===== config.mk =====
export PLATFORM = sky130hd
export DESIGN_NAME = line_buffer_top
export DESIGN_NICKNAME = d
export VERILOG_FILES = /design/src/hw/lb_pixel_pkg.sv /design/src/hw/lb_ctrl_pkg.sv /design/src/hw/lb_row_bank.sv /design/src/hw/lb_window_shifter.sv /design/src/hw/lb_ctrl.sv /design/src/hw/line_buffer_top.sv
export VERILOG_INCLUDE_DIRS = /design/src /design/src/hw
export SDC_FILE = /design/constraint.sdc
export NUM_CORES = 2
export LEC_CHECK = 0
export ABC_CLOCK_PERIOD_IN_PS = 30200
export BUFFER_PORTS_ARGS = -buffer_cell sky130_fd_sc_hd__buf_4
export CORE_MARGIN = 2
export CORE_UTILIZATION = 33
export CTS_BUF_LIST = sky130_fd_sc_hd__clkbuf_8
export CTS_CLUSTER_DIAMETER = 150
export DETAILED_ROUTE_END_ITERATION = 10
export PLACE_DENSITY = 0.57
export SLEW_MARGIN = 30
export SYNTH_ARGS = -nofsm -noshare
export SYNTH_HDL_FRONTEND = slang
export SYNTH_SLANG_ARGS = --single-unit

===== constraint.sdc =====
create_clock -name clk -period 30.2 [get_ports clk]
set_input_delay 3.02 -clock clk [delete_from_list [all_inputs] [get_ports clk]]
set_output_delay 3.02 -clock clk [all_outputs]
set_load 0.005 [all_outputs]

===== src/hw/lb_cfg.svh =====
// Line buffer sizes
`ifndef LB_CFG_SVH
`define LB_CFG_SVH

// bits per RGB pixel
`define LB_PIXEL_BITS 24

// image geometry
`define LB_IMG_WIDTH  16
`define LB_IMG_HEIGHT 8

// four rows for the window plus one spare row being written
`define LB_NUM_BANKS  5

// window edge in pixels
`define LB_WIN_SIZE   4

`endif


===== src/hw/lb_pixel_pkg.sv =====
// Pixel data types
`default_nettype none

`include "lb_cfg.svh"

package lb_pixel_pkg;

    //////////////////////////////////////////////////////////////////////
    // payload types
    //////////////////////////////////////////////////////////////////////

    typedef logic [`LB_PIXEL_BITS-1:0] pixel_t;    // packed RGB

    typedef pixel_t [`LB_WIN_SIZE-1:0] column_t;   // index 0 is the oldest row

    typedef column_t [`LB_WIN_SIZE-1:0] window_t;  // index 0 is the leftmost column

endpackage

`default_nettype wire


===== src/hw/lb_ctrl_pkg.sv =====
// Line buffer control types
`default_nettype none

`include "lb_cfg.svh"

package lb_ctrl_pkg;

    localparam int BANK_BITS = $clog2(`LB_NUM_BANKS);

    typedef enum logic [1:0] {IDLE, FILL, SWEEP} lb_state_e;

    typedef logic [BANK_BITS-1:0] bank_idx_t;
    typedef logic [$clog2(`LB_IMG_WIDTH)-1:0] col_addr_t;
    typedef logic [$clog2(`LB_IMG_HEIGHT+1)-1:0] row_cnt_t;    // counts up to the full height

    // bank number offset from a base, wrapping over the five banks
    function automatic bank_idx_t bank_add(bank_idx_t base, bank_idx_t offset);
        logic [BANK_BITS:0] sum;
        sum = {1'b0, base} + {1'b0, offset};
        if (sum >= (BANK_BITS+1)'(`LB_NUM_BANKS)) begin
            sum = sum - (BANK_BITS+1)'(`LB_NUM_BANKS);
        end
        return sum[BANK_BITS-1:0];
    endfunction

endpackage

`default_nettype wire


===== src/hw/lb_row_bank.sv =====
// Row memory bank
`default_nettype none

`include "lb_cfg.svh"

module lb_row_bank (
    input  wire logic                   clk,
    input  wire logic                   wr_en,
    input  wire lb_ctrl_pkg::col_addr_t wr_addr,
    input  wire lb_pixel_pkg::pixel_t   wr_data,
    input  wire logic                   rd_en,
    input  wire lb_ctrl_pkg::col_addr_t rd_addr,
    output lb_pixel_pkg::pixel_t        rd_data
);

    lb_pixel_pkg::pixel_t mem [`LB_IMG_WIDTH];    // one image row

    always_ff @(posedge clk) begin
        if (wr_en) begin
            mem[wr_addr] <= wr_data;
        end
    end

    // registered read port, data shows up the cycle after rd_en
    always_ff @(posedge clk) begin
        if (rd_en) begin
            rd_data <= mem[rd_addr];
        end
    end

endmodule

`default_nettype wire


===== src/hw/lb_window_shifter.sv =====
// Window column shifter
`default_nettype none

`include "lb_cfg.svh"

module lb_window_shifter (
    input  wire logic                   clk,
    input  wire logic                   rst_n,
    input  wire logic                   col_load,
    input  wire logic                   row_start,
    input  wire lb_ctrl_pkg::bank_idx_t base_bank,
    input  wire lb_pixel_pkg::pixel_t   bank_data [`LB_NUM_BANKS],
    output logic                        win_free,
    output logic                        win_valid,
    output lb_pixel_pkg::window_t       win_data,
    input  wire logic                   win_ready
);

    localparam int CNT_BITS = $clog2(`LB_WIN_SIZE + 1);

    lb_pixel_pkg::column_t new_col;
    lb_pixel_pkg::window_t shift_reg;
    logic [CNT_BITS-1:0]   col_cnt;
    logic [CNT_BITS-1:0]   load_cnt;
    logic                  copy_pending;

    //////////////////////////////////////////////////////////////////////
    // column assembly
    //////////////////////////////////////////////////////////////////////

    always_comb begin
        for (int k = 0; k < `LB_WIN_SIZE; k++) begin
            new_col[k] = bank_data[lb_ctrl_pkg::bank_add(base_bank,
                                                          lb_ctrl_pkg::bank_idx_t'(k))];
        end
    end

    always_ff @(posedge clk) begin
        if (col_load) begin
            shift_reg <= {new_col, shift_reg[`LB_WIN_SIZE-1:1]};    // newest column on the right
        end
    end

    // columns loaded in this row, held once a full window is present
    always_comb begin
        if (row_start) begin
            load_cnt = CNT_BITS'(1);
        end else if (col_cnt == CNT_BITS'(`LB_WIN_SIZE)) begin
            load_cnt = col_cnt;
        end else begin
            load_cnt = col_cnt + 1'b1;
        end
    end

    //////////////////////////////////////////////////////////////////////
    // output hold register
    //////////////////////////////////////////////////////////////////////

    always_ff @(posedge clk or negedge rst_n) begin
        if (!rst_n) begin
            col_cnt      <= '0;
            copy_pending <= 1'b0;
            win_valid    <= 1'b0;
        end else begin
            if (col_load) begin
                col_cnt <= load_cnt;    // restarts at each row so windows stay within one row
            end
            copy_pending <= col_load && (load_cnt == CNT_BITS'(`LB_WIN_SIZE));
            if (copy_pending) begin
                win_valid <= 1'b1;
            end else if (win_ready) begin
                win_valid <= 1'b0;
            end
        end
    end

    always_ff @(posedge clk) begin
        if (copy_pending) begin
            win_data <= shift_reg;
        end
    end

    // a read issued now lands in the hold register two cycles later
    assign win_free = !(win_valid && !win_ready) && !copy_pending && !col_load;

endmodule

`default_nettype wire


===== src/hw/lb_ctrl.sv =====
// Line buffer controller
`default_nettype none

`include "lb_cfg.svh"

module lb_ctrl (
    input  wire logic                   clk,
    input  wire logic                   rst_n,
    input  wire logic                   pix_valid,
    output logic                        pix_ready,
    output logic [`LB_NUM_BANKS-1:0]    wr_en,
    output lb_ctrl_pkg::col_addr_t      wr_addr,
    output logic                        rd_en,
    output lb_ctrl_pkg::col_addr_t      rd_addr,
    output logic                        col_load,
    output logic                        row_start,
    output lb_ctrl_pkg::bank_idx_t      base_bank,
    input  wire logic                   win_free
);

    localparam lb_ctrl_pkg::col_addr_t LAST_COL  = lb_ctrl_pkg::col_addr_t'(`LB_IMG_WIDTH - 1);
    localparam lb_ctrl_pkg::row_cnt_t  LAST_FILL = lb_ctrl_pkg::row_cnt_t'(`LB_WIN_SIZE - 1);
    localparam lb_ctrl_pkg::row_cnt_t  ALL_ROWS  = lb_ctrl_pkg::row_cnt_t'(`LB_IMG_HEIGHT);

    lb_ctrl_pkg::lb_state_e state;
    lb_ctrl_pkg::col_addr_t wr_col;
    lb_ctrl_pkg::col_addr_t rd_col;
    lb_ctrl_pkg::row_cnt_t  wr_row;
    lb_ctrl_pkg::bank_idx_t wr_bank;
    logic                   in_sweep;
    logic                   pix_hs;
    logic                   wr_row_end;
    logic                   frame_in_done;
    logic                   spare_full;
    logic                   cols_done;
    logic                   sweep_end;
    logic                   last_sweep;

    //////////////////////////////////////////////////////////////////////
    // input side
    //////////////////////////////////////////////////////////////////////

    assign in_sweep      = (state == lb_ctrl_pkg::SWEEP);
    assign frame_in_done = (wr_row == ALL_ROWS);

    // while sweeping, only the spare bank takes input and only one row of it
    assign pix_ready  = !in_sweep || (!spare_full && !frame_in_done);
    assign pix_hs     = pix_valid && pix_ready;
    assign wr_row_end = pix_hs && (wr_col == LAST_COL);

    always_comb begin
        if (in_sweep) begin
            wr_bank = lb_ctrl_pkg::bank_add(base_bank,
                                            lb_ctrl_pkg::bank_idx_t'(`LB_NUM_BANKS - 1));
        end else begin
            wr_bank = lb_ctrl_pkg::bank_add(base_bank, lb_ctrl_pkg::bank_idx_t'(wr_row));
        end
    end

    always_comb begin
        for (int i = 0; i < `LB_NUM_BANKS; i++) begin
            wr_en[i] = pix_hs && (wr_bank == lb_ctrl_pkg::bank_idx_t'(i));
        end
    end

    assign wr_addr = wr_col;

    //////////////////////////////////////////////////////////////////////
    // read side
    //////////////////////////////////////////////////////////////////////

    // one column in flight at most, and only when the shifter can take the result
    assign rd_en   = in_sweep && !cols_done && win_free && !col_load;
    assign rd_addr = rd_col;

    // all columns loaded and the next row is in place, or the frame has no more rows
    assign sweep_end  = in_sweep && cols_done && !col_load && (spare_full || frame_in_done);
    assign last_sweep = !spare_full;

    //////////////////////////////////////////////////////////////////////
    // state and counters
    //////////////////////////////////////////////////////////////////////

    always_ff @(posedge clk or negedge rst_n) begin
        if (!rst_n) begin
            state <= lb_ctrl_pkg::IDLE;
        end else begin
            case (state)
                lb_ctrl_pkg::IDLE: begin
                    if (pix_hs) begin
                        state <= lb_ctrl_pkg::FILL;    // first pixel of the first frame
                    end
                end
                lb_ctrl_pkg::FILL: begin
                    if (wr_row_end && (wr_row == LAST_FILL)) begin
                        state <= lb_ctrl_pkg::SWEEP;
                    end
                end
                lb_ctrl_pkg::SWEEP: begin
                    if (sweep_end && last_sweep) begin
                        state <= lb_ctrl_pkg::FILL;
                    end
                end
                default: begin
                    state <= lb_ctrl_pkg::IDLE;
                end
            endcase
        end
    end

    always_ff @(posedge clk or negedge rst_n) begin
        if (!rst_n) begin
            wr_col     <= '0;
            wr_row     <= '0;
            spare_full <= 1'b0;
        end else begin
            if (pix_hs) begin
                wr_col <= (wr_col == LAST_COL) ? '0 : wr_col + 1'b1;
            end
            if (sweep_end && last_sweep) begin
                wr_row <= '0;    // next frame starts
            end else if (wr_row_end) begin
                wr_row <= wr_row + 1'b1;
            end
            if (sweep_end) begin
                spare_full <= 1'b0;
            end else if (in_sweep && wr_row_end) begin
                spare_full <= 1'b1;
            end
        end
    end

    always_ff @(posedge clk or negedge rst_n) begin
        if (!rst_n) begin
            rd_col    <= '0;
            cols_done <= 1'b0;
            col_load  <= 1'b0;
            row_start <= 1'b0;
            base_bank <= '0;
        end else begin
            if (rd_en) begin
                rd_col <= (rd_col == LAST_COL) ? '0 : rd_col + 1'b1;
            end
            if (sweep_end) begin
                cols_done <= 1'b0;
            end else if (rd_en && (rd_col == LAST_COL)) begin
                cols_done <= 1'b1;
            end
            col_load  <= rd_en;    // bank data is valid one cycle after the read
            row_start <= rd_en && (rd_col == '0);
            if (sweep_end) begin
                base_bank <= lb_ctrl_pkg::bank_add(base_bank, lb_ctrl_pkg::bank_idx_t'(1));
            end
        end
    end

endmodule

`default_nettype wire


===== src/hw/line_buffer_top.sv =====
// Bicubic line buffer
`default_nettype none

`include "lb_cfg.svh"

module line_buffer_top (
    input  wire logic                 clk,
    input  wire logic                 rst_n,
    input  wire logic                 pix_valid,
    output logic                      pix_ready,
    input  wire lb_pixel_pkg::pixel_t pix_data,
    output logic                      win_valid,
    input  wire logic                 win_ready,
    output lb_pixel_pkg::window_t     win_data
);

    wire logic [`LB_NUM_BANKS-1:0] wr_en;
    wire lb_ctrl_pkg::col_addr_t   wr_addr;
    wire lb_ctrl_pkg::col_addr_t   rd_addr;
    wire logic                     rd_en;
    wire logic                     col_load;
    wire logic                     row_start;
    wire logic                     win_free;
    wire lb_ctrl_pkg::bank_idx_t   base_bank;
    wire lb_pixel_pkg::pixel_t     bank_rd_data [`LB_NUM_BANKS];

    lb_ctrl u_ctrl (
        .clk       (clk),
        .rst_n     (rst_n),
        .pix_valid (pix_valid),
        .pix_ready (pix_ready),
        .wr_en     (wr_en),
        .wr_addr   (wr_addr),
        .rd_en     (rd_en),
        .rd_addr   (rd_addr),
        .col_load  (col_load),
        .row_start (row_start),
        .base_bank (base_bank),
        .win_free  (win_free)
    );

    //////////////////////////////////////////////////////////////////////
    // row memories, all written from the input stream
    //////////////////////////////////////////////////////////////////////

    for (genvar i = 0; i < `LB_NUM_BANKS; i++) begin : g_bank
        lb_row_bank u_bank (
            .clk     (clk),
            .wr_en   (wr_en[i]),
            .wr_addr (wr_addr),
            .wr_data (pix_data),
            .rd_en   (rd_en),
            .rd_addr (rd_addr),
            .rd_data (bank_rd_data[i])
        );
    end

    lb_window_shifter u_shifter (
        .clk       (clk),
        .rst_n     (rst_n),
        .col_load  (col_load),
        .row_start (row_start),
        .base_bank (base_bank),
        .bank_data (bank_rd_data),
        .win_free  (win_free),
        .win_valid (win_valid),
        .win_data  (win_data),
        .win_ready (win_ready)
    );

endmodule

`default_nettype wire


==> flow_metrics.env <==
export IMPL_synth_top_area_cell="edfxtp_1"
export IMPL_yosysUniqueCellTypes=53
export IMPL_maxSlewHeadroom=0.3584
export IMPL_numClockSinks=2834
export IMPL_worstSetupPathType="reg2out"
export IMPL_root_buffer="clkbuf_8"
export IMPL_timing_worst_slew_pin_value_ps=962.4
export IMPL_cts_max_level=5
export IMPL_largest_reg_flops=1920
export IMPL_p_sw_mw=2.001
export IMPL_drive_gt1_frac=0.3380
export IMPL_io_pins=414
export IMPL_synth_area_leaders="edfxtp_1 81%, mux4_2 13%, mux2i_1 1.4%"
export IMPL_fin_area_um2=122000
export IMPL_ctsHoldBuffers=0
export IMPL_crit_path_end_kind="primary output"
export IMPL_drt_initial_drc_count=5778
export IMPL_fillCellCount=27890
export IMPL_p_int_mw=6.229
export IMPL_nets=5125
export IMPL_max_clock_freq_ghz=0.1743
export IMPL_cts_tree="done"
export IMPL_syn_num_nets=4338
export IMPL_clk_pin_slew_worst_paths_ps=60
export IMPL_grt_setup_unrepaired="false"
export IMPL_seqPwrFrac=0.537
export IMPL_ys_async_sr_fraction=0.009174
export IMPL_drc_errors=0
export IMPL_synth_warnings=0
export IMPL_synthCells=4285
export IMPL_grt_max_degree=146
export IMPL_areaGrowthSynthToFinish_pct=16.68
export IMPL_avgSynthCellArea_um2=24.41
export IMPL_die_area_um2=321400
export IMPL_yosysMostFrequentCell="edfxtp_1"
export IMPL_synth_top_cell_area_share=0.8063
export IMPL_cts_resized_gates=0
export IMPL_crit_path_start_kind="flip-flop"
export IMPL_synthFlopType="edfxtp_1"
export IMPL_fin_crit_sh=0.1900
export IMPL_powerDensity_nw_per_um2=67.45
export IMPL_grt_pass1_wl_um=378400
export IMPL_rr_startpoint="u_ctrl.rd_addr[0]"
export IMPL_io_buffers=413
export IMPL_status="complete, no violations"
export IMPL_wl_per_cell_um=27.99
export IMPL_setup_slack_ps=24460
export IMPL_max_cap_viol_count=0
export IMPL_worstPathRequired_ps=27180
export IMPL_holdPathEnd="u_shifter.win_data[75]"
export IMPL_drt_antenna_violating_nets=0
export IMPL_synth_edf_count=2808
export IMPL_die_x_um=566.9
export IMPL_global_route_overflow_total=0
export IMPL_slew_violations=0
export IMPL_rows=206
export IMPL_pwr_share_comb=0.100
export IMPL_wl_um=268700
export IMPL_setup_viol=0
export IMPL_clk_latency_ps=1050
export IMPL_postPlaceCellArea_um2=113800
export IMPL_place_congestion=0.8044
export IMPL_synth_area_um2=104600
export IMPL_postCtsSetupBuffers=0
export IMPL_hold_class="reg2reg"
export IMPL_ir_drop_mv=0.08082
export IMPL_start_util=0.3318
export IMPL_regArea_um2=84990
export IMPL_synth_seq_cells=2834
export IMPL_regToRegSetupSlack_ps=25030
export IMPL_first_global_vias=48910
export IMPL_dp_hpwl_um=166300
export IMPL_track_usage=0.1637
export IMPL_finClkSkew_ps=108.7
export IMPL_multi_input_area_um2=19140
export IMPL_num_vias=48800
export IMPL_rr_worst_depth=8
export IMPL_p_clk_frac=0.363
export IMPL_r2r_end="g_bank[2].u_bank.rd_data[9]"
export IMPL_die_h_um=566.9
export IMPL_antenna_found_initial=21
export IMPL_synth_common_cells="2,808 x edfxtp_1, 624 x mux4_2, 148 x mux2i_1, 107 x clkbuf_1, 89 x buf_2"
export IMPL_drt_pass1_iterations=5
export IMPL_place_ws_ps=24350
export IMPL_finalHoldViolCount=0
export IMPL_swShare=0.2431
export IMPL_min_from="u_shifter.shift_reg[75]"
export IMPL_core_region_area_um2=315200
export IMPL_seq_area_frac_synth=0.8125
export IMPL_power_leakage_nw=38.92
export IMPL_whs_path_depth=0
export IMPL_crit_arrival_ps=2720
export IMPL_clockBufferDepth=4
export IMPL_post_route_min_period_ps=5737
export IMPL_cts_buffers=435
export IMPL_worstPathMaxFanout=5
export IMPL_timing_setup_tns_ps=0
export IMPL_avgViaCountPerCell=5.084
==> layer usage <==
layer  global-route usage  up-vias  part of all wire
li1                     -    20050                 -
met1               0.2270    26260              0.42
met2               0.2648     2167              0.48
met3              0.03220      325             0.078
met4              0.04168        4             0.020
met5                    0        -           0.00013
==> cell usage in the layout (no fill, tap or decap), types with 23 or more instances in the layout <==
cell type,n
clkinv_1,123
nor3_2,57
clkinv_2,58
buf_4,528
a22o_1,25
nand2_1,86
mux2i_1,146
nand4_1,30
ha_1,23
edfxtp_1,2808
clkbuf_8,439
mux4_2,624
inv_1,146
o221ai_1,72
==> layout make-up <==
type | instances | area share
inverter | 20 | 0.0006153
clock buffer | 439 | 0.04952
tap | 4160 | 0.04266
multi-input combinational | 1219 | 0.1569
sequential | 2834 | 0.6966
clock inverter | 352 | 0.01666
timing repair buffer | 562 | 0.03686
antenna | 12 | 0.0002461
==> logic make-up (layout without fill, tap and decap cells) <==
kind of cell | count (synthesis) | in the layout | share of synthesized area
flops | 2834 | 2834 | 0.8125
compound gates | 155 | 155 | 0.01162
fa+ha+maj | 25 | 25 | 0.003135
xor+xnor | 13 | 13 | 0.001161
buf+inv | 232 | 1373 | 0.009859
simple gates | 253 | 253 | 0.01301
mux | 773 | 773 | 0.1487
other cells | 0 | 12 | 0
==> worst max path at each step <==
stage / to / startpoint / slack, ps / cells after the start
6_report: pix_ready / u_ctrl.wr_row[1] / 24460 / 5
5_1_grt: pix_ready / u_ctrl.wr_row[1] / 24340 / 5
4_1_cts: pix_ready / u_ctrl.wr_row[1] / 24360 / 5
3_5_place_dp: g_bank[2].u_bank.rd_data[12] / win_ready / 24350 / 7
3_3_place_gp: g_bank[2].u_bank.rd_data[12] / win_ready / 24100 / 7
2_1_floorplan: u_ctrl.rd_addr[2] / u_shifter.copy_pending / 16580 / 4
==> through the flow <==
step                power, mW  utilization  instances  hold WS (ps)
floorplan               5.006            -       4285         400.3
global placement        5.326       0.3605       8787         401.5
detailed placement      5.343       0.3609       8791         404.5
CTS                     8.322       0.3865       9582         399.5
global route            8.524       0.3870       9589         411.8
finish                  8.230       0.3871       9598         409.7
==> power groups by stage <==
stage	clock, mW	sequential (mW)	combinational [mW]
floorplan	0	4.50	0.511
global placement	0	4.51	0.817
detailed placement	0	4.50	0.840
CTS	3.06	4.42	0.840
global route	3.23	4.42	0.872
finish	2.98	4.42	0.825
==> critical path, stage by stage (launching register included) <==
cell and delay, ps:
dfrtp_1 450, inv_1 90, ha_1 180, and3b_1 190, o21ai_1 530, buf_4 270
Note: power is estimated with default switching activity, not from simulation.
